## src/hw/video_pkg.sv

```systemverilog
/*
 Shared widths, CPU region codes and enums for the scan-out video controller.
 Modules reach these through scoped names such as video_pkg::POS_W.
*/

`default_nettype none

package video_pkg;

	// ==========================================================
	// Bus and pixel widths
	// ==========================================================
	localparam int ADDR_W = 32;
	localparam int DATA_W = 32;
	localparam int PIXEL_W = 24;
	localparam int POS_W = 11;

	// Region codes in CPU address bits 23:20.
	localparam logic [3:0] REGION_PALETTE = 4'he;
	localparam logic [3:0] REGION_CONTROL = 4'hf;

	// Control bank registers, selected by CPU address bits 4:2.
	typedef enum logic [2:0] {
		REG_READ_OFFSET = 3'd0,
		REG_PITCH = 3'd1,
		REG_DOUBLE = 3'd2,
		REG_SKIP_X = 3'd3,
		REG_SKIP_Y = 3'd4,
		REG_USE_PALETTE = 3'd5
	} reg_index_t;

	// CPU access FSM.
	typedef enum logic [2:0] {
		ST_IDLE,
		ST_PALETTE,
		ST_MEMORY,
		ST_CONTROL,
		ST_HOLD
	} cpu_state_t;

endpackage

`default_nettype wire

```

## src/hw/video_line_fetch.sv

```systemverilog
/*
 Line fetcher. On each line-start strobe it reads the source row of the coming
 line from video memory over port B into the line buffer RAM.
*/

`timescale 1ns/1ps
`default_nettype none

module video_line_fetch #(
	parameter int ACTIVE_H = 8,
	parameter int MAX_PITCH = 128,
	localparam int LB_AW = $clog2(MAX_PITCH / 4)
)(
	input wire i_clock,
	input wire i_rst_n,
	input wire i_line_start,
	input wire [video_pkg::POS_W-1:0] i_pos_y,
	input wire [video_pkg::ADDR_W-1:0] i_read_offset,
	input wire [video_pkg::ADDR_W-1:0] i_pitch,
	input wire [1:0] i_double,
	input wire [video_pkg::POS_W-1:0] i_skip_y,

	output logic o_memb_request,
	output logic [video_pkg::ADDR_W-1:0] o_memb_address,
	input wire [video_pkg::DATA_W-1:0] i_memb_rdata,
	input wire i_memb_ready,

	input wire [LB_AW-1:0] i_lb_raddr,
	output logic [video_pkg::DATA_W-1:0] o_lb_rdata,
	output logic o_fetch_busy
);

	localparam int PW = video_pkg::POS_W;
	localparam int PW1 = PW + 1;
	localparam int AW = video_pkg::ADDR_W;
	localparam int LB_DEPTH = MAX_PITCH / 4;
	localparam int CW = LB_AW + 1;

	logic [video_pkg::DATA_W-1:0] lb_mem [0:LB_DEPTH-1];

	logic [PW-1:0] next_line;
	logic [PW-1:0] row_off;
	logic [PW-1:0] src_row;
	logic in_window;
	logic [AW-1:0] word_total;
	logic [CW-1:0] word_limit;
	logic [CW-1:0] word_cnt;
	logic [CW-1:0] word_last;
	logic fetch_done;
	logic accept;

	// ==========================================================
	// Source row of the coming line
	// ==========================================================
	always_comb begin
		next_line = (i_pos_y >= PW'(ACTIVE_H)) ? '0 : i_pos_y + 1'b1;
		in_window = (next_line >= i_skip_y) &&
			(({1'b0, next_line} + {1'b0, i_skip_y}) < PW1'(ACTIVE_H));
		row_off = next_line - i_skip_y;
		src_row = i_double[1] ? (row_off >> 1) : row_off;
		word_total = {2'b00, i_pitch[AW-1:2]};
		// Never more words than the buffer holds.
		word_limit = (word_total > AW'(LB_DEPTH)) ? CW'(LB_DEPTH) : CW'(word_total);
	end

	assign accept = o_memb_request && i_memb_ready;

	// Fetch control.
	always_ff @(posedge i_clock) begin
		if (!i_rst_n) begin
			o_memb_request <= 1'b0;
			fetch_done <= 1'b1;
		end else if (i_line_start) begin
			if (in_window && word_limit != '0) begin
				o_memb_request <= 1'b1;
				fetch_done <= 1'b0;
			end
		end else if (accept && word_cnt == word_last) begin
			o_memb_request <= 1'b0;
			fetch_done <= 1'b1;
		end
	end

	// Address and word count.
	always_ff @(posedge i_clock) begin
		if (i_line_start) begin
			o_memb_address <= i_read_offset + AW'(src_row) * i_pitch;
			word_cnt <= '0;
			word_last <= word_limit - 1'b1;
		end else if (accept) begin
			o_memb_address <= o_memb_address + AW'(4);
			word_cnt <= word_cnt + 1'b1;
		end
	end

	// Line buffer, one write and one registered read port.
	always_ff @(posedge i_clock) begin
		if (accept) begin
			lb_mem[word_cnt[LB_AW-1:0]] <= i_memb_rdata;
		end
		o_lb_rdata <= lb_mem[i_lb_raddr];
	end

	assign o_fetch_busy = ~fetch_done;

endmodule

`default_nettype wire

```

## config.mk

```make
export PLATFORM = sky130hd
export DESIGN_NAME = video_line_fetch
export DESIGN_NICKNAME = d
export VERILOG_FILES = /design/src/hw/video_pkg.sv /design/src/hw/video_line_fetch.sv
export SDC_FILE = /design/constraint.sdc
export NUM_CORES = 2
export LEC_CHECK = 0
export ABC_AREA = 1
export BUFFER_PORTS_ARGS = -buffer_cell sky130_fd_sc_hd__buf_2
export CAP_MARGIN = 20
export CORE_MARGIN = 2
export CORE_UTILIZATION = 45
export DETAILED_ROUTE_END_ITERATION = 6
export PLACE_DENSITY = 0.73
export RECOVER_POWER = 25
export SETUP_SLACK_MARGIN = 0.2
export SLEW_MARGIN = 25
export SYNTH_ARGS = -nofsm -noshare
export SYNTH_HDL_FRONTEND = slang
export SYNTH_SLANG_ARGS = --single-unit
```

## constraint.sdc

```tcl
create_clock -name i_clock -period 7.3 [get_ports i_clock]
set_input_delay 0.365 -clock i_clock [delete_from_list [all_inputs] [get_ports i_clock]]
set_output_delay 0.365 -clock i_clock [all_outputs]
set_load 0.01 [all_outputs]
```

==> flow_summary.json <==
{
  "routed_wl_um": 143000,
  "globalplace.congestion": 0.891,
  "worstPathMaxFanout": 7,
  "area_growth_pct": 12.6,
  "power.density_mw_per_mm2": 391,
  "io_pins": 195,
  "antenna_found_initial": 17,
  "slowest_delay_ns": 0.53,
  "synth-edff-count": 1062,
  "htreeDepth": 3,
  "cp-start-kind": "input port",
  "fin_ws_ns": 0.606,
  "endpoint_kind": "flop",
  "critPathRequiredTime_ns": 7.71,
  "status": "finished, final reports clean",
  "cap_violations": 0,
  "clock_skew_ns": 0.0436,
  "hp-class": "input port to flop",
  "crit_top_cell": "inv_1",
  "rsz0062_at_grt": "true",
  "clock_path_buffers": 3,
  "drt_iter0_markers": 4239,
  "path_clk_slew_ns": 0.06,
  "dp.cells": 6186,
  "dieArea_mm2": 0.122,
  "seq_area_frac_synth_pct": 61.2,
  "drc_errors": 0,
  "p_leak_nw": 21.9,
  "cts.sinks": 1102,
  "antenna_left": 0,
  "grt_use_total_pct": 23.2,
  "grt_pass1_vias": 36212,
  "async_reset_ff_share_pct": 0,
  "clock_latency_ns": 0.68,
  "io_buffers": 193,
  "fin_crit_ns": 6.69,
  "max_slew.worst_pin.slew_ns": 1.26,
  "syn_area_mm2": 0.0535,
  "std_cell_rows": 126,
  "grt_pass1_wl_um": 214000,
  "post-place-ws_ns": -0.209,
  "wl_per_cell_um": 22.4,
  "setup_violations": 0,
  "dieWidth_um": 349,
  "via_per_inst": 5.75,
  "path_class": "input port to flop",
  "overflow": 0,
  "placeableCoreArea_mm2": 0.118,
  "die_h_um": 349,
  "syn_area_per_cell_um2": 11.7,
  "yosysWarningCount": 0,
  "cts_tree": "done",
  "arrival_ns": 7.11,
  "nNetsFinal": 5216,
  "ys_types": 57,
  "first_pass_iters": 6,
  "numCtsBuffers": 99,
  "layout-drive-gt1-share_pct": 11.6,
  "grt_start_max_net_pins": 257,
  "ys_seq_elements": 1102,
  "start_util_pct": 45.3,
  "period_share_pct": 91.7,
  "finalHoldViolCount": 0,
  "slew_headroom_pct": 16.3,
  "timing.fmax_mhz": 149,
  "ys.flop_type": "edfxtp_1",
  "hpwlAfterDp_um": 79100,
  "synthCells": 4573,
  "cp_slowest_cell": "fa_1",
  "drv_slew": 0,
  "ir_drop_mv": 0.544,
  "layoutNonFillerInstCount": 6386,
  "vias": 36694,
  "whs_ns": 0.116,
  "cts_root_buffer": "clkbuf_16"
}
-- worst max-delay path, delay by kind of cell --
kind	cells	cell delay (ns)
buf+inv	9	0.85
fa+ha+maj	8	3.07
compound gates	6	0.88
simple gates	16	1.85
xor+xnor	1	0.07
-- cell usage in the layout, fill, tap and decap left out, types with 4 or more instances in the layout --
cell and n:
a21oi_2 5, ha_1 76, clkinv_1 18, inv_2 10
buf_2 168, nor2_4 28, nand3_2 10, diode_2 6
o21ai_1 6, bufinv_16 8, xor2_1 26, nor4_1 7
clkinv_16 5, clkbuf_1 54, a32oi_1 26, conb_1 12
nor2_1 721, nor3_2 9, buf_4 141, o221ai_1 200
nor3_1 11, clkbuf_16 100, a31oi_1 37, clkinv_2 17
nand4_1 16, dfxtp_1 40, inv_1 457, nand2_2 11
o21ai_0 595, a21oi_1 52, buf_12 8, edfxtp_1 1062
nand2_1 392, xnor2_1 16, fa_1 249, o22ai_1 58
nand3_1 130, nor2_2 7, clkinvlp_4 4
-- cells by family (layout without fill, tap and decap cells) --
family                   after synthesis  after routing  synth area share [%]
other                                  1             18               0.00702
XOR/XNOR                              43             43                 0.719
AND/OR/NAND/NOR                     1351           1351                  10.3
adder cells (fa/ha/maj)              329            329                  11.2
flip-flops                          1102           1102                  61.2
AO/OA/AOI/OAI                       1002           1002                  11.4
buffers and inverters                745           1005                  5.28
-- stage by stage --
stage / area [um^2] / TNS [ns] / power [W] / util, %
after floorplan: 53500 / 0 / 0.0141 / -
after global placement: 56800 / -0.607 / 0.0182 / 48.2
after detailed placement: 56800 / -1.40 / 0.0183 / 48.2
after CTS: 60100 / 0 / 0.0235 / 50.9
after global routing: 60200 / 0 / 0.0254 / 51.0
final: 60200 / 0 / 0.0235 / 51.0
-- worst paths after layout --
path | cells after the start | to | from | slack (ns)
setup reg to reg | 5 | lb_mem[26][20] | o_memb_request | 4.33
hold reg to reg | 2 | fetch_done | fetch_done | 0.48
hold / removal | 4 | o_memb_address[0] | i_read_offset[0] | 0.12
setup / recovery | 40 | o_memb_address[29] | i_pos_y[9] | 0.61
-- registers in the layout, indices dropped and copies added, names as in the netlist --
signal	flops
lb_mem	1024
o_lb_rdata	32
o_memb_address	32
word_cnt	6
word_last	6
fetch_done	1
o_memb_request	1
-- synth_stat cells, drive strengths merged (2+ instances only) --
cell    count  share of area, %
edfxtp   1062                60
nor2      756               5.3
o21ai     605               5.7
inv       472               3.3
nand2     404               2.9
fa        250               9.4
clkbuf    244               1.7
o221ai    200               3.3
nand3     141               1.4
ha         79               1.8
o22ai      58              0.68
a21oi      57              0.55
dfxtp      40               1.5
a31oi      38              0.44
buf        27              0.23
xor2       27              0.46
a32oi      26              0.43
nor3       21              0.26
nand4      16              0.19
xnor2      16              0.26
nor4        8             0.094
o21a        3             0.042
o31ai       3             0.042
a21o        2             0.028
clkinv      2             0.014
-- report_power, final --
group          leakage, nW  switching [W]  total (W)  internal [W]
Combinational         10.4        0.00618     0.0111       0.00488
Clock                 1.57        0.00228    0.00515       0.00287
Sequential            9.91       0.000120    0.00732       0.00720
-- metal layers --
metal	routed length (um)	track usage [%]	up-vias	share of wire (%)
met3	13800	4.20	333	9.6
met5	84	0	-	0.059
met2	69500	39.1	1879	49
met1	53700	29.5	18055	38
met4	5910	9.95	14	4.1
li1	-	-	16413	-
-- final cells by class --
type                            instances  area (um^2)
Clock buffer                          135         2660
Tap cell                             1536         1920
Sequential cell                      1102        32700
Antenna cell                            6         15.0
Clock inverter                         52          582
Inverter                              474         1800
Fill cell                            9974        57800
Multi-Input combinational cell       2737        18300
Timing Repair Buffer                  344         2220
-- repair_timing --
| item | CTS | global route |
|---|---|---|
| setup endpoints to repair | 0 | 15 |
| hold endpoints to repair | 1 | 0 |
| hold buffers | 1 | 0 |
| resized for setup | 0 | 20 |
| buffers inserted | 0 | 5 |
(Power assumes the default switching activity.)
