**config.mk**
```make
export PLATFORM = sky130hd
export DESIGN_NAME = video_cpu_port
export DESIGN_NICKNAME = d
export VERILOG_FILES = /design/src/hw/video_pkg.sv /design/src/hw/video_cpu_port.sv
export SDC_FILE = /design/constraint.sdc
export NUM_CORES = 1
export LEC_CHECK = 0
export BUFFER_PORTS_ARGS = -buffer_cell sky130_fd_sc_hd__buf_2
export CAP_MARGIN = 0
export CORE_ASPECT_RATIO = 1.1
export CORE_MARGIN = 4
export CORE_UTILIZATION = 43
export DETAILED_ROUTE_END_ITERATION = 6
export PLACE_DENSITY = 0.76
export SYNTH_ARGS = -nofsm -noshare
export SYNTH_HDL_FRONTEND = slang
export SYNTH_SLANG_ARGS = --single-unit
```
**constraint.sdc**
```tcl
create_clock -name i_clock -period 5.79 [get_ports i_clock]
set_input_delay 0.8685 -clock i_clock [delete_from_list [all_inputs] [get_ports i_clock]]
set_output_delay 0.8685 -clock i_clock [all_outputs]
set_load 0.1 [all_outputs]
```
**src/hw/video_pkg.sv**
```systemverilog
/*
 Shared widths, CPU region codes and enums for the scan-out video controller.
 Modules reach these through scoped names such as video_pkg::POS_W.
*/

`default_nettype none

package video_pkg;

	// ==========================================================
	// Bus and pixel widths
	// ==========================================================
	localparam int ADDR_W = 32;
	localparam int DATA_W = 32;
	localparam int PIXEL_W = 24;
	localparam int POS_W = 11;

	// Region codes in CPU address bits 23:20.
	localparam logic [3:0] REGION_PALETTE = 4'he;
	localparam logic [3:0] REGION_CONTROL = 4'hf;

	// Control bank registers, selected by CPU address bits 4:2.
	typedef enum logic [2:0] {
		REG_READ_OFFSET = 3'd0,
		REG_PITCH = 3'd1,
		REG_DOUBLE = 3'd2,
		REG_SKIP_X = 3'd3,
		REG_SKIP_Y = 3'd4,
		REG_USE_PALETTE = 3'd5
	} reg_index_t;

	// CPU access FSM.
	typedef enum logic [2:0] {
		ST_IDLE,
		ST_PALETTE,
		ST_MEMORY,
		ST_CONTROL,
		ST_HOLD
	} cpu_state_t;

endpackage

`default_nettype wire

```
**src/hw/video_cpu_port.sv**
```systemverilog
/*
 CPU side of the video controller. Decodes each bus access into a palette
 write, a control register access or a video-memory access on port A.
*/

`timescale 1ns/1ps
`default_nettype none

module video_cpu_port #(
	parameter int ACTIVE_W = 32
)(
	input wire i_clock,
	input wire i_rst_n,

	input wire i_cpu_request,
	input wire i_cpu_rw,
	input wire [video_pkg::ADDR_W-1:0] i_cpu_address,
	input wire [video_pkg::DATA_W-1:0] i_cpu_wdata,
	output logic [video_pkg::DATA_W-1:0] o_cpu_rdata,
	output logic o_cpu_ready,

	output logic o_mema_request,
	output logic o_mema_rw,
	output logic [video_pkg::ADDR_W-1:0] o_mema_address,
	output logic [video_pkg::DATA_W-1:0] o_mema_wdata,
	input wire [video_pkg::DATA_W-1:0] i_mema_rdata,
	input wire i_mema_ready,

	output logic o_pal_we,
	output logic [7:0] o_pal_index,
	output logic [video_pkg::PIXEL_W-1:0] o_pal_data,

	output logic [video_pkg::ADDR_W-1:0] o_read_offset,
	output logic [video_pkg::ADDR_W-1:0] o_pitch,
	output logic [1:0] o_double,
	output logic [video_pkg::POS_W-1:0] o_skip_x,
	output logic [video_pkg::POS_W-1:0] o_skip_y,
	output logic o_use_palette
);

	localparam int AW = video_pkg::ADDR_W;
	localparam int DW = video_pkg::DATA_W;
	localparam int PW = video_pkg::POS_W;

	video_pkg::cpu_state_t state;
	video_pkg::reg_index_t reg_sel;
	logic [3:0] region;

	assign region = i_cpu_address[23:20];
	assign reg_sel = video_pkg::reg_index_t'(i_cpu_address[4:2]);

	// ==========================================================
	// Access FSM and control registers
	// ==========================================================
	always_ff @(posedge i_clock) begin
		if (!i_rst_n) begin
			state <= video_pkg::ST_IDLE;
			o_cpu_ready <= 1'b0;
			o_mema_request <= 1'b0;
			o_pal_we <= 1'b0;
			o_read_offset <= '0;
			o_pitch <= AW'(4 * ACTIVE_W);
			o_double <= 2'b00;
			o_skip_x <= '0;
			o_skip_y <= '0;
			o_use_palette <= 1'b1;
		end else begin
			case (state)
				video_pkg::ST_IDLE: begin
					o_cpu_ready <= 1'b0;
					if (i_cpu_request) begin
						if (region == video_pkg::REGION_PALETTE) begin
							o_pal_we <= i_cpu_rw;
							state <= video_pkg::ST_PALETTE;
						end else if (region == video_pkg::REGION_CONTROL) begin
							state <= video_pkg::ST_CONTROL;
						end else begin
							o_mema_request <= 1'b1;
							state <= video_pkg::ST_MEMORY;
						end
					end
				end
				video_pkg::ST_PALETTE: begin
					// Single-cycle palette strobe.
					o_pal_we <= 1'b0;
					o_cpu_ready <= 1'b1;
					state <= video_pkg::ST_HOLD;
				end
				video_pkg::ST_CONTROL: begin
					if (i_cpu_rw) begin
						case (reg_sel)
							video_pkg::REG_READ_OFFSET: o_read_offset <= i_cpu_wdata;
							video_pkg::REG_PITCH: o_pitch <= i_cpu_wdata;
							video_pkg::REG_DOUBLE: o_double <= i_cpu_wdata[1:0];
							video_pkg::REG_SKIP_X: o_skip_x <= i_cpu_wdata[PW-1:0];
							video_pkg::REG_SKIP_Y: o_skip_y <= i_cpu_wdata[PW-1:0];
							video_pkg::REG_USE_PALETTE: o_use_palette <= |i_cpu_wdata;
							default: ;
						endcase
					end
					o_cpu_ready <= 1'b1;
					state <= video_pkg::ST_HOLD;
				end
				video_pkg::ST_MEMORY: begin
					// Stays here while memory stalls.
					if (i_mema_ready) begin
						o_mema_request <= 1'b0;
						o_cpu_ready <= 1'b1;
						state <= video_pkg::ST_HOLD;
					end
				end
				video_pkg::ST_HOLD: begin
					o_cpu_ready <= i_cpu_request;
					if (!i_cpu_request) begin
						state <= video_pkg::ST_IDLE;
					end
				end
				default: begin
					state <= video_pkg::ST_IDLE;
				end
			endcase
		end
	end

	// Access fields and read data.
	always_ff @(posedge i_clock) begin
		if (state == video_pkg::ST_IDLE && i_cpu_request) begin
			o_pal_index <= i_cpu_address[9:2];
			o_pal_data <= i_cpu_wdata[video_pkg::PIXEL_W-1:0];
			o_mema_rw <= i_cpu_rw;
			o_mema_address <= {8'h00, i_cpu_address[23:0]};
			o_mema_wdata <= i_cpu_wdata;
		end
		if (state == video_pkg::ST_PALETTE) begin
			o_cpu_rdata <= '0;
		end
		if (state == video_pkg::ST_MEMORY && i_mema_ready) begin
			o_cpu_rdata <= i_mema_rdata;
		end
		if (state == video_pkg::ST_CONTROL) begin
			case (reg_sel)
				video_pkg::REG_READ_OFFSET: o_cpu_rdata <= o_read_offset;
				video_pkg::REG_PITCH: o_cpu_rdata <= o_pitch;
				video_pkg::REG_DOUBLE: o_cpu_rdata <= DW'(o_double);
				video_pkg::REG_SKIP_X: o_cpu_rdata <= DW'(o_skip_x);
				video_pkg::REG_SKIP_Y: o_cpu_rdata <= DW'(o_skip_y);
				video_pkg::REG_USE_PALETTE: o_cpu_rdata <= DW'(o_use_palette);
				default: o_cpu_rdata <= '0;
			endcase
		end
	end

endmodule

`default_nettype wire

```
==> impl_metrics.yaml <==
status:
  status: "finished clean"
logic_synthesis:
  synth_seq_area_share_pct: 61.3
  synth_area_um2: 7460
  synth_fa_ha_area_share_pct: 0
  synth-xor-area-share_pct: 0
  yosys.area.top_type: "edfxtp_1"
  synth_edf_count: 89
  synthMuxAreaShare_pct: 4.71
  ys.flop_type: "dfxtp_1"
  synth_compound_area_share_pct: 11.8
  synthArstFlopShare_pct: 0
  synth_top_area_share_pct: 35.8
  synthSimpleGateAreaFrac_pct: 14.3
  syn-mean-instance-area_um2: 10.8
  ys_warn_count: 0
  synthTopCellsByArea: "edfxtp_1 36%, dfxtp_1 25%, nand2_1 7.9%"
  synth_top_family_by_area: "simple AND/OR/NAND/NOR gates"
  ys_ff_latch: 184
  synth_cells: 689
  synthDistinctLibCells: 47
clock_tree:
  cts_hold_buf: 0
  post-cts-setup-buffers: 0
  cts_tree: "built"
  clockBufferDepth: 2
  cts.repair.resized: 0
  cts_buffers: 17
  path_clk_slew_ns: 0.07
  cts_root_buffer: "clkbuf_16"
  cts_htree_levels: 4
  clock_insertion_delay_worst_skew_ns: 0.42
  cts.sinks: 184
critical_path:
  crit_path_max_incr_delay_ns: 0.90
  path_max_fanout: 32
  path_class: "input port to flop"
  end_kind: "flop"
  critPathRequiredTime_ns: 6.13
  cp_data_arrival_time_ns: 2.98
  cpLargestDelayFamily: "simple AND/OR/NAND/NOR gates"
  critPathLaunchType: "input port"
  worst_path_max_delay_cell: "nor3_4"
  crit_chain: "buf_2 > nor3_4 > and2_1 > buf_4 > nand2_1 > a21oi_1"
  crit_buf_inv: 2
sta:
  post-route-min-period_ns: 2.64
  finalSetupViolations: 0
  finClkSkew_ns: 0.00970
  finalCritPeriodShare_pct: 45.6
  finalHoldViolCount: 0
  rsz0062_at_grt: "no"
  max_freq_mhz: 379
  slew_headroom_pct: 21.6
  setup_tns_ns: 0
  final-max-slew-violation-count: 0
  hold_ws_ns: 0.468
  worst_pin_slew_ns: 1.16
die:
  core-area_um2: 17000
  die_w_um: 134
  start_util_pct: 43.9
  rows: 50
  io_pins: 322
  dieArea_um2: 19500
  die_h_um: 146
cells_and_area:
  final_cell_mix: "305 x buf_2, 158 x nand2_1, 95 x dfxtp_1, 89 x edfxtp_1, 62 x a21oi_1"
  final_common_cell: "buf_2"
  diodes: 0
  nets: 1044
  drive_gt1_share_pct: 37.1
  final_core_util_pct: 55.3
  area_growth_pct: 26.1
power_and_ir_drop:
  ir_drop_mv: 0.178
  power_density_nw_per_um2: 341
  leakage_nw: 3.89
  finalPower_mw: 3.21
routing:
  viasPerCell: 5.27
  drtAntennaViolNets: 0
  drc: 0
  drtIter0Drc: 373
  vias: 6276
  wire_per_inst_um: 19.2
  firstDrtPassIters: 5
  drt-total-wl_um: 22900
grt:
  grt_max_degree: 59
  grt.total_usage_pct: 23.1
  grt_pass1_wl_um: 35300
  antenna_found_initial: 0
  overflow: 0
  grt_pass1_vias: 6274
placement:
  dp_hpwl_um: 15900
  numPortBuffers: 305
  place_congestion: 0.815
hold_path:
  hp-class: "flop to flop"
run:
  cap_violations: 0
layout make-up:
class / count / area, um^2
fill: 1543 / 7600
sequential: 184 / 4570
multi-input combinational: 423 / 2360
timing repair buffer: 314 / 1590
clock buffer: 17 / 425
tap: 234 / 293
clock inverter: 15 / 155
inverter: 3 / 11.3
cell families (layout without fill, tap and decap cells):
group / after synthesis / after routing
buf+inv: 89 / 349
mux: 35 / 35
compound gates: 143 / 143
simple gates: 237 / 237
flops: 184 / 184
other cells: 1 / 8
metrics by stage:
stage                     setup slack [ns]  instance area (um^2)  cells
after floorplan                      0.344                  7490    696
after global placement                2.85                  8830   1158
after detailed placement              2.74                  8830   1158
after CTS                             3.19                  9420   1190
after global routing                  2.99                  9420   1190
final                                 3.15                  9420   1190
sequential cells by signal, summed over array words and instances (netlist names):
signal / count
o_cpu_rdata: 32
o_cpu_ready: 1
o_double: 2
o_mema_address: 17
o_mema_request: 1
o_mema_rw: 1
o_mema_wdata: 32
o_pal_index: 7
o_pal_we: 1
o_pitch: 32
o_read_offset: 32
o_skip_x: 11
o_skip_y: 11
o_use_palette: 1
state: 3
cell usage after synthesis (4+ instances only):
cell,instances
buf_4,42
nand3_1,5
nor2b_1,8
nor2_1,20
a221o_1,8
nor3_1,12
buf_6,8
a2bb2oi_1,9
mux2i_1,34
nand2_1,158
buf_2,14
edfxtp_1,89
dfxtp_1,95
nor4_1,7
and3_1,4
a22oi_1,22
o21ai_0,24
a21oi_1,62
clkbuf_1,21
where the power goes:
part	internal [mW]	switching (mW)	total [mW]
clock network	0.576	0.558	1.13
registers	1.42	0.0157	1.43
logic	0.0795	0.565	0.645
tightest hold or removal path, stage by stage (launching register included):
cell,delay [ns]
dfxtp_1,0.32
nand2_1,0.05
a21oi_1,0.05
path summary, 6_finish.rpt:
check / start / end / slack (ns) / depth (start not counted)
worst max-delay path: i_cpu_address[3] / o_read_offset[12]$_SDFFE_PN0P_ / 3.15 / 6
worst min-delay path: o_read_offset[5]$_SDFFE_PN0P_ / o_read_offset[5]$_SDFFE_PN0P_ / 0.47 / 2
worst max register to register: state[0]$_SDFFE_PN0P_ / o_skip_y[4]$_SDFFE_PN0P_ / 3.52 / 4
worst min register to register: o_read_offset[5]$_SDFFE_PN0P_ / o_read_offset[5]$_SDFFE_PN0P_ / 0.47 / 2
metal layers:
metal | GRT usage (%) | up-vias | wire length, um
li1 | - | 2891 | -
met1 | 26.6 | 3024 | 8580
met2 | 41.3 | 335 | 11700
met5 | 0 | - | 0
met4 | 7.05 | 0 | 379
met3 | 7.10 | 26 | 2260
(Power assumes the default switching activity.)
