## config.mk

```make
export PLATFORM = sky130hd
export DESIGN_NAME = video_timing
export DESIGN_NICKNAME = d
export VERILOG_FILES = /design/src/hw/video_pkg.sv /design/src/hw/video_timing.sv
export SDC_FILE = /design/constraint.sdc
export NUM_CORES = 1
export LEC_CHECK = 0
export BUFFER_PORTS_ARGS = -buffer_cell sky130_fd_sc_hd__buf_2
export CORE_ASPECT_RATIO = 0.8
export CORE_MARGIN = 1.5
export CORE_UTILIZATION = 41
export CTS_CLUSTER_DIAMETER = 200
export CTS_CLUSTER_SIZE = 20
export DETAILED_ROUTE_END_ITERATION = 10
export PLACE_DENSITY = 0.65
export SYNTH_ARGS = -nofsm -noshare
export SYNTH_HDL_FRONTEND = slang
export SYNTH_SLANG_ARGS = --single-unit
```

## constraint.sdc

```tcl
create_clock -name i_clock -period 1.9 [get_ports i_clock]
set_input_delay 0.285 -clock i_clock [delete_from_list [all_inputs] [get_ports i_clock]]
set_output_delay 0.285 -clock i_clock [all_outputs]
set_load 0.01 [all_outputs]
```

## src/hw/video_pkg.sv

```systemverilog
/*
 Shared widths, CPU region codes and enums for the scan-out video controller.
 Modules reach these through scoped names such as video_pkg::POS_W.
*/

`default_nettype none

package video_pkg;

	// ==========================================================
	// Bus and pixel widths
	// ==========================================================
	localparam int ADDR_W = 32;
	localparam int DATA_W = 32;
	localparam int PIXEL_W = 24;
	localparam int POS_W = 11;

	// Region codes in CPU address bits 23:20.
	localparam logic [3:0] REGION_PALETTE = 4'he;
	localparam logic [3:0] REGION_CONTROL = 4'hf;

	// Control bank registers, selected by CPU address bits 4:2.
	typedef enum logic [2:0] {
		REG_READ_OFFSET = 3'd0,
		REG_PITCH = 3'd1,
		REG_DOUBLE = 3'd2,
		REG_SKIP_X = 3'd3,
		REG_SKIP_Y = 3'd4,
		REG_USE_PALETTE = 3'd5
	} reg_index_t;

	// CPU access FSM.
	typedef enum logic [2:0] {
		ST_IDLE,
		ST_PALETTE,
		ST_MEMORY,
		ST_CONTROL,
		ST_HOLD
	} cpu_state_t;

endpackage

`default_nettype wire

```

## src/hw/video_timing.sv

```systemverilog
/*
 Raster timing generator. Produces the pixel position, blanking flags and a
 one-cycle line-start strobe at the first hblank cycle ahead of each active line.
*/

`timescale 1ns/1ps
`default_nettype none

module video_timing #(
	parameter int ACTIVE_W = 32,
	parameter int ACTIVE_H = 8,
	parameter int HBLANK_LEN = 24,
	parameter int VBLANK_LEN = 2
)(
	input wire i_clock,
	input wire i_rst_n,
	output logic [video_pkg::POS_W-1:0] o_pos_x,
	output logic [video_pkg::POS_W-1:0] o_pos_y,
	output logic o_hblank,
	output logic o_vblank,
	output logic o_line_start
);

	localparam int PW = video_pkg::POS_W;
	localparam int LINE_LEN = ACTIVE_W + HBLANK_LEN;
	localparam int FRAME_LEN = ACTIVE_H + VBLANK_LEN;

	// Position counters.
	always_ff @(posedge i_clock) begin
		if (!i_rst_n) begin
			o_pos_x <= '0;
			o_pos_y <= '0;
		end else if (o_pos_x == PW'(LINE_LEN - 1)) begin
			o_pos_x <= '0;
			if (o_pos_y == PW'(FRAME_LEN - 1)) begin
				o_pos_y <= '0;
			end else begin
				o_pos_y <= o_pos_y + 1'b1;
			end
		end else begin
			o_pos_x <= o_pos_x + 1'b1;
		end
	end

	assign o_hblank = (o_pos_x >= PW'(ACTIVE_W));
	assign o_vblank = (o_pos_y >= PW'(ACTIVE_H));

	// Strobe ahead of every active line, the first one from the last vblank line.
	assign o_line_start = (o_pos_x == PW'(ACTIVE_W)) &&
		((o_pos_y < PW'(ACTIVE_H - 1)) || (o_pos_y == PW'(FRAME_LEN - 1)));

endmodule

`default_nettype wire

```

==> flow_summary_export.csv, run 1 <==
group,metric,value,unit
outcome,status,"finished, final reports clean",
detailed_routing,m1WireLength,1230,um
clock_tree,clk_pin_slew,120,ps
detailed_routing,drc,0,
layout,syn2layout_area_growth,20.7,%
yosys,synth.net_count,137,
yosys,synth_top_area_frac,0.382,
die,die_area,3140,sq um
detailed_routing,routed_wl,2530,um
die,die_h,50.4,um
clock_tree,ctsLongestPathBuffers,2,
detailed_routing,antenna_left,0,
yosys,syn-cell-area,1150,sq um
layout,filler_cell_count,272,
setup_path,worstPathCellList,"inv_1, ha_1, nor2b_1, o22ai_1, nand4_1, nor2_1, buf_2",
detailed_routing,wl_per_cell,12.9,um
die,start_util,0.450,
yosys,muxShareOfSynthArea,0,
placed_design,gp_congestion,0.788,
detailed_routing,met3_length,93,um
sta,finalHoldViolations,0,
yosys,syn_avg_cell_area,8.87,sq um
setup_path,crit_end,"o_line_start",
clock_tree,clkLatencyLatePin,310,ps
die,rows,16,
setup_path,startpoint,"o_pos_y[1]",
clock_tree,post_cts_buffers,0,
detailed_routing,top_layer_used,"met4",
detailed_routing,vias_per_cell,5.17,
sta,fin_crit,1760,ps
min_path,min_path_type,"in2reg",
setup_path,worst-path-max-fanout,5,
setup_path,slowest_delay,360,ps
sta,worstMarginPinSlew,393,ps
global_route,grt_usage,0.168,
pwr,leakage,0.587,nW
detailed_routing,drt-pass1-iter-count,4,
sta,finalSetupViolations,0,
yosys,synthTopCellsByCount,"22 x dfxtp_1, 14 x nor2_1, 10 x nand2_1, 8 x o21ai_0",
layout,fin_area,1390,sq um
setup_path,r2r_cells,5,
yosys,synth_edf_count,0,
clock_tree,clock-sinks,22,
die,ioPinCount,27,
yosys,synthAdderAreaFrac,0.0542,
detailed_routing,drt_iter0_markers,35,
yosys,synthSimpleGateAreaFrac,0.358,
yosys,ys_seq_elements,22,
placed_design,dpl_cell_area,1330,sq um
setup_path,arrival,1480,ps
setup_path,r2r_end,"o_pos_y[10]",
clock_tree,tritoncts,"yes",
pwr,ir_worst_vdd,0.000413,V
yosys,synth_cell_type_count,30,
job,maxCapViolations,0,
yosys,synthArstFlopShare,0,
layout,final_nets,168,
setup_path,r2r-start,"o_pos_x[1]",
detailed_routing,route.met2.wl,1200,um
global_route,grt_pass1_vias,881,
yosys,yosysTopAreaCell,"dfxtp_1",
setup_path,crit_path_end_kind,"output pin",
sta,period_share,0.927,
yosys,ys_warn_count,0,
sta,slew_viol_final,0,
setup_path,cp-start-kind,"register",
sta,fmax,0.567,GHz
yosys,synth_top_family_by_area,"simple AND/OR/NAND/NOR gates",
yosys,synth_ff_type,"dfxtp_1",
global_route,grt_pass1_wl,4190,um
placed_design,placedCellCount,192,
setup_path,required,1620,ps
detailed_routing,vias,1014,
global_route,grt_overflow_total,0,
die,coreArea,2560,sq um
setup_path,regToRegSetupSlack,180,ps
clock_tree,root_buffer,"clkbuf_4",
global_route,grt_max_degree,13,
sta,setup_tns,0,ps
setup_path,slowest_stage,"dfxtp_2",
sta,relSlewSlack,0.737,
layout,instances_no_fill,196,
placed_design,post-dp-hpwl,1910,um
layout,diodes,0,
yosys,yosys-top-cells-area,"dfxtp_1 38%, ha_1 5.4%, xor2_1 5.3%, nor2_1 4.6%, or3_1 3.8%",
yosys,synth_cells,130,
clock_tree,cts_max_level,1,
yosys,ys_seq_area_frac,0.382,
global_route,antenna_found_initial,0,
yosys,synth_xor_area_frac,0.0911,
yosys,synth-compound-area-share,0.0781,
placed_design,io_buffers,26,
sta,clock_skew,6.24,ps
die,die_x,62.3,um
yosys,synth.most_common_cell,"dfxtp_1",
pwr,p_per_area,553,nW/um^2
layout,drive_gt1_frac,0.281,
clock_tree,cts_buffers,3,
sta,rsz0062_at_grt,"false",
setup_path,criticalPathCategory,"reg2out",
-- cell usage in the layout, fill, tap and decap left out, drive strengths merged --
| cell | n |
|---|---|
| buf | 29 |
| dfxtp | 22 |
| nor2 | 14 |
| nand2 | 10 |
| o21ai | 9 |
| nand4 | 8 |
| xor2 | 7 |
| or3 | 7 |
| a21oi | 7 |
| nand3 | 7 |
| nor3 | 6 |
| inv | 5 |
| xnor2 | 5 |
| ha | 5 |
| clkbuf | 4 |
| and3 | 3 |
| nor2b | 2 |
| and2 | 2 |
| and4 | 2 |
| nor4bb | 1 |
| nor4 | 1 |
| o22ai | 1 |
| nand3b | 1 |
| nor4b | 1 |
| nand2b | 1 |
-- state kept, by name, indices dropped and copies added (netlist names) --
register / count
o_pos_x: 11
o_pos_y: 11
-- through the flow --
stage               setup slack [ps]  hold slack [ps]  total power [mW]  utilization
floorplan                        296              407             0.501            -
CTS                             29.6              254             0.780        0.538
detailed placement               188              460             0.517        0.518
global route                    4.21              265             0.799        0.543
finish                           138              265             0.771        0.543
global placement                 261              456             0.514        0.518
-- layer usage --
| metal | vias to the layer above | GRT usage |
|---|---|---|
| met3 | 2 | 0.0493 |
| met4 | 0 | 0.0222 |
| li1 | 521 | - |
| met2 | 17 | 0.281 |
| met1 | 474 | 0.224 |
| met5 | - | 0 |
-- critical path: cells and delay by family (launching register included) --
kind | cells | cell delay (ps)
adder cells (fa/ha/maj) | 1 | 170
AND/OR/NAND/NOR | 3 | 270
AO/OA/AOI/OAI | 1 | 160
buffers and inverters | 2 | 210
flip-flops | 1 | 360
-- worst min-delay path by stage --
stage	from	end	slack (ps)	cells after the start
after floorplan	i_rst_n	o_pos_x[2]	410	1
after global placement	o_pos_x[0]	o_pos_x[0]	460	1
after detailed placement	o_pos_x[0]	o_pos_x[0]	460	1
after CTS	i_rst_n	o_pos_x[2]	250	2
after global routing	i_rst_n	o_pos_x[2]	270	2
final	i_rst_n	o_pos_x[2]	260	2
-- cell type report --
class / count / area, sq um / area share
Timing Repair Buffer: 29 / 153 / 0.110
Inverter: 5 / 18.8 / 0.0135
Multi-Input combinational cell: 100 / 694 / 0.499
Sequential cell: 22 / 445 / 0.320
Clock buffer: 4 / 36.3 / 0.0261
Tap cell: 36 / 45.0 / 0.0323
-- power breakdown --
| group | leakage, nW | internal [mW] | switching, mW |
|---|---|---|---|
| combinational | 0.387 | 0.0153 | 0.0194 |
| clock | 0.0210 | 0.117 | 0.145 |
| sequential | 0.179 | 0.467 | 0.00695 |
-- kinds of logic after synthesis --
logic type / after synthesis
buffers and inverters: 8
flip-flops: 22
adder cells (fa/ha/maj): 5
AND/OR/NAND/NOR: 66
AO/OA/AOI/OAI: 17
XOR/XNOR: 12
-- repair_timing --
item / in CTS / in global routing
gates resized for setup: 2 / 5
hold buffers: 0 / 0
hold endpoints to repair: 0 / 0
pin swaps: 0 / 3
endpoints found under the setup margin: 1 / 5
Note: power is estimated with default switching activity, not from simulation.
==> inputs of run 2 (changes only) <==
--- a/config.mk
+++ b/config.mk
@@ -12,7 +12,7 @@
 export CTS_CLUSTER_DIAMETER = 200
 export CTS_CLUSTER_SIZE = 20
 export DETAILED_ROUTE_END_ITERATION = 10
-export PLACE_DENSITY = 0.65
+export PLACE_DENSITY = 0.67
 export SYNTH_ARGS = -nofsm -noshare
 export SYNTH_HDL_FRONTEND = slang
 export SYNTH_SLANG_ARGS = --single-unit
==> run 2 against run 1 <==
Net effect: total power up 0.31%; highest routed layer unchanged; critical path depth unchanged; via count down 1.7%; flip-flop and latch count unchanged.
==> flow_summary_export.csv, run 2 (same netlist as run 1, synthesis figures left out) <==
group,metric,value,unit
outcome,status,"finished, final reports clean",
setup_path,criticalPathCategory,"reg2out",
global_route,antenna_found_initial,0,
die,die_area,3140,sq um
layout,final_common_cell,"buf_2",
detailed_routing,wl_per_cell,12.9,um
sta,fin_crit,1770,ps
die,start_util,0.450,
detailed_routing,drt_iter0_markers,29,
pwr,p_per_area,555,nW/um^2
global_route,grt_usage,0.178,
setup_path,arrival,1490,ps
pwr,leakage,0.586,nW
detailed_routing,vias,997,
sta,setup_tns,0,ps
die,die_h,50.4,um
die,coreArea,2560,sq um
layout,drive_gt1_frac,0.281,
detailed_routing,m1WireLength,1300,um
setup_path,r2r-start,"o_pos_x[1]",
global_route,grt_max_degree,13,
layout,instances_no_fill,196,
clock_tree,cts_max_level,1,
detailed_routing,drc,0,
sta,finalHoldViolations,0,
layout,layout_common_cells,"26 x buf_2, 19 x dfxtp_1, 14 x nor2_1",
clock_tree,ctsLongestPathBuffers,2,
setup_path,regToRegSetupSlack,200,ps
setup_path,r2r_cells,5,
clock_tree,clk_pin_slew,120,ps
layout,diodes,0,
detailed_routing,vias_per_cell,5.09,
min_path,min_path_type,"in2reg",
pwr,ir_worst_vdd,0.000417,V
sta,finalSetupViolations,0,
sta,relSlewSlack,0.726,
min_path,min_from,"i_rst_n",
clock_tree,clkLatencyLatePin,310,ps
detailed_routing,drt-pass1-iter-count,4,
clock_tree,cts.repair.resized,0,
detailed_routing,top_layer_used,"met4",
layout,top_regs,"o_pos_x x11, o_pos_y x11",
global_route,grt_pass1_vias,970,
setup_path,worst-path-max-fanout,5,
sta,slew_viol_final,0,
layout,fin_area,1390,sq um
clock_tree,cts_hold_buf,0,
layout,final_nets,168,
die,die_x,62.3,um
clock_tree,cts_buffers,3,
clock_tree,root_buffer,"clkbuf_4",
sta,fmax,0.564,GHz
sta,clock_skew,5.24,ps
clock_tree,clock-sinks,22,
global_route,grt_overflow_total,0,
detailed_routing,antenna_left,0,
job,maxCapViolations,0,
die,ioPinCount,27,
clock_tree,tritoncts,"yes",
die,rows,16,
layout,syn2layout_area_growth,20.8,%
min_path,holdPathStages,2,
setup_path,crit_path_end_kind,"output pin",
clock_tree,post_cts_buffers,0,
placed_design,post-dp-hpwl,1810,um
placed_design,placedCellCount,192,
setup_path,cp-start-kind,"register",
sta,period_share,0.934,
setup_path,r2r_end,"o_pos_y[3]",
detailed_routing,route.met2.wl,1110,um
min_path,hold_end,"o_pos_x[2]",
global_route,grt_pass1_wl,4450,um
placed_design,io_buffers,26,
sta,hold_ws,266,ps
placed_design,gp_congestion,0.803,
setup_path,required,1620,ps
placed_design,dpl_cell_area,1330,sq um
detailed_routing,routed_wl,2530,um
detailed_routing,met3_length,91,um
sta,worstMarginPinSlew,409,ps
run 2: cell counts in the layout (fill, tap and decap cells not counted):
Identical to the previous run, type by type.
run 2: worst max-delay path by stage:
stage | startpoint | to | slack (ps) | cells past startpoint
after global placement | o_pos_x[0] | o_pos_x[4] | 260 | 5
after floorplan | o_pos_x[0] | o_pos_y[4] | 300 | 6
after global routing | o_pos_y[1] | o_line_start | -5 | 7
final | o_pos_y[1] | o_line_start | 130 | 7
after CTS | o_pos_x[0] | o_line_start | 3 | 6
after detailed placement | o_pos_x[0] | o_pos_y[3] | 180 | 5
run 2: layout make-up:
cell class                 count  area (sq um)
clock buffer                   4          36.3
fill                         260          1170
inverter                       5          18.8
multi-input combinational    100           697
sequential                    22           444
tap                           36          45.0
timing repair buffer          29           153
run 2: per-layer routing:
layer / GRT usage / vias up
li1: - / 513
met1: 0.245 / 462
met2: 0.277 / 17
met3: 0.0404 / 5
met4: 0.0593 / 0
met5: 0 / -
run 2: critical path: stages (launching register included):
cell     delay [ps]
dfxtp_2         360
inv_1            80
ha_2            180
nor2b_1          50
o22ai_1         140
nand4_1         110
nor2_1          130
buf_2           140
run 2: stage by stage:
step	utilization	setup WS, ps	total power, mW
3_5_place_dp	0.518	179	0.517
4_1_cts	0.532	2.67	0.778
5_1_grt	0.544	-4.66	0.811
2_1_floorplan	-	296	0.501
6_report	0.544	126	0.773
3_3_place_gp	0.518	262	0.514
run 2: report_power, final:
group | internal [mW] | total [mW] | switching [mW]
clock | 0.117 | 0.264 | 0.147
combinational | 0.0151 | 0.0348 | 0.0198
sequential | 0.467 | 0.474 | 0.00709
total | 0.599 | 0.773 | 0.174
==> inputs of run 3 (changes only) <==
--- a/config.mk
+++ b/config.mk
@@ -13,6 +13,7 @@
 export CTS_CLUSTER_SIZE = 20
 export DETAILED_ROUTE_END_ITERATION = 10
 export PLACE_DENSITY = 0.67
+export REMOVE_ABC_BUFFERS = 1
 export SYNTH_ARGS = -nofsm -noshare
 export SYNTH_HDL_FRONTEND = slang
 export SYNTH_SLANG_ARGS = --single-unit
==> run 3 against run 2 <==
Net effect: final cell count unchanged; combinational power is 1% lower; routed wire length fell by 3.6%; first-iteration DRC count rose by 38%; sequential power hardly changed; register-to-register slack gained 40 ps; fmax shrank 0.64%; critical path depth decreased by 3; critical endpoint unchanged; largest cell class unchanged; largest power group unchanged.
==> flow_summary_export.csv, run 3 (same netlist as run 1, synthesis figures left out) <==
group,metric,value,unit
clock_tree,ctsLongestPathBuffers,2,
global_route,grt_max_degree,14,
pwr,fin_total_pwr,873,uW
sta,period_share,0.940,
placed_design,gp_congestion,0.772,
die,start_util,0.450,
sta,clock_skew,9.80,ps
sta,setup_tns,0,ps
clock_tree,post_cts_buffers,0,
job,maxCapViolations,0,
clock_tree,clkLatencyLatePin,310,ps
detailed_routing,vias,1012,
setup_path,cp-start-kind,"register",
layout,final_common_cell,"buf_2",
setup_path,worst-path-max-fanout,5,
clock_tree,cts_max_level,1,
clock_tree,cts_buffers,3,
layout,diodes,0,
pwr,ir_worst_vdd,0.000400,V
sta,rsz0062_at_grt,"false",
die,die_h,50.4,um
min_path,min_path_type,"in2reg",
clock_tree,clk_pin_slew,130,ps
layout,top_regs,"o_pos_x x11, o_pos_y x11",
detailed_routing,antenna_left,0,
setup_path,crit_path_end_kind,"output pin",
layout,instances_no_fill,196,
setup_path,criticalPathCategory,"reg2out",
global_route,grt_usage,0.170,
global_route,grt_pass1_wl,4280,um
sta,fin_crit,1790,ps
placed_design,post-dp-hpwl,1790,um
sta,relSlewSlack,0.734,
setup_path,slowest_delay,390,ps
die,coreArea,2560,sq um
sta,finalHoldViolations,0,
pwr,p_per_area,619,nW/um^2
detailed_routing,drt-pass1-iter-count,4,
detailed_routing,vias_per_cell,5.16,
detailed_routing,wl_per_cell,12.4,um
global_route,grt_overflow_total,0,
setup_path,required,1620,ps
placed_design,placedCellCount,192,
die,die_area,3140,sq um
layout,syn2layout_area_growth,22.2,%
clock_tree,tritoncts,"yes",
setup_path,regToRegSetupSlack,240,ps
detailed_routing,drc,0,
pwr,leakage,0.594,nW
die,die_x,62.3,um
setup_path,slowest_stage,"nor4_4",
clock_tree,root_buffer,"clkbuf_4",
setup_path,worstPathCellList,"nor4_4, nand4_1, nor2_1, buf_2",
placed_design,io_buffers,26,
die,rows,16,
sta,slew_viol_final,0,
global_route,antenna_found_initial,0,
sta,fmax,0.560,GHz
detailed_routing,drt_iter0_markers,40,
die,ioPinCount,27,
setup_path,arrival,1500,ps
layout,final_nets,168,
clock_tree,cts_hold_buf,0,
sta,finalSetupViolations,0,
global_route,grt_pass1_vias,914,
outcome,status,"finished, final reports clean",
clock_tree,clock-sinks,22,
sta,worstMarginPinSlew,398,ps
layout,layout_common_cells,"26 x buf_2, 17 x dfxtp_1, 14 x nor2_1",
detailed_routing,routed_wl,2440,um
sta,hold_ws,271,ps
layout,drive_gt1_frac,0.288,
## run 3: changes by cell type in the layout (fill, tap and decap cells not counted), sizes merged
cell | previous run | this run
bufinv | 0 | 1
clkbuf | 4 | 3
## run 3: what timing repair did
item                                    CTS  global route
hold endpoints to repair                  0             0
gates cloned                              0             0
resized for setup                         2             6
pin swaps                                 0             3
endpoints found under the setup margin    1             1
## run 3: per-stage QoR
step	utilization	area (sq um)	setup slack (ps)
after floorplan	-	1130	205
after global placement	0.518	1330	262
after detailed placement	0.518	1330	189
after CTS	0.544	1400	5.31
after global routing	0.550	1410	8.26
final	0.550	1410	115
## run 3: layout make-up
cell class,count,area [sq um]
clock inverter,1,30.0
timing repair buffer,29,153
clock buffer,3,22.5
multi-input combinational,100,694
tap,36,45.0
fill,260,1150
sequential,22,447
inverter,5,18.8
## run 3: where the power goes
| part | switching, mW | internal [mW] |
|---|---|---|
| Clock | 0.150 | 0.213 |
| Combinational | 0.0193 | 0.0150 |
| Sequential | 0.00733 | 0.467 |
## run 3: critical path: cells and delay by family (launching register included)
| family | cells | cell delay (ps) |
|---|---|---|
| flops | 1 | 380 |
| simple gates | 3 | 670 |
| buf+inv | 1 | 140 |
## run 3: final timing paths
path,cells after the start,from,endpoint
setup / recovery,4,o_pos_y[9],o_line_start
hold / removal,2,i_rst_n,o_pos_x[2]
setup reg to reg,5,o_pos_x[0],o_pos_y[3]
hold reg to reg,1,o_pos_x[0],o_pos_x[0]
## run 3: layer usage
layer	vias up	GRT usage	wire, um
met5	-	0	0
met4	0	0.0222	14
met3	2	0.0493	97
met2	17	0.268	1110
met1	478	0.238	1220
li1	515	-	-
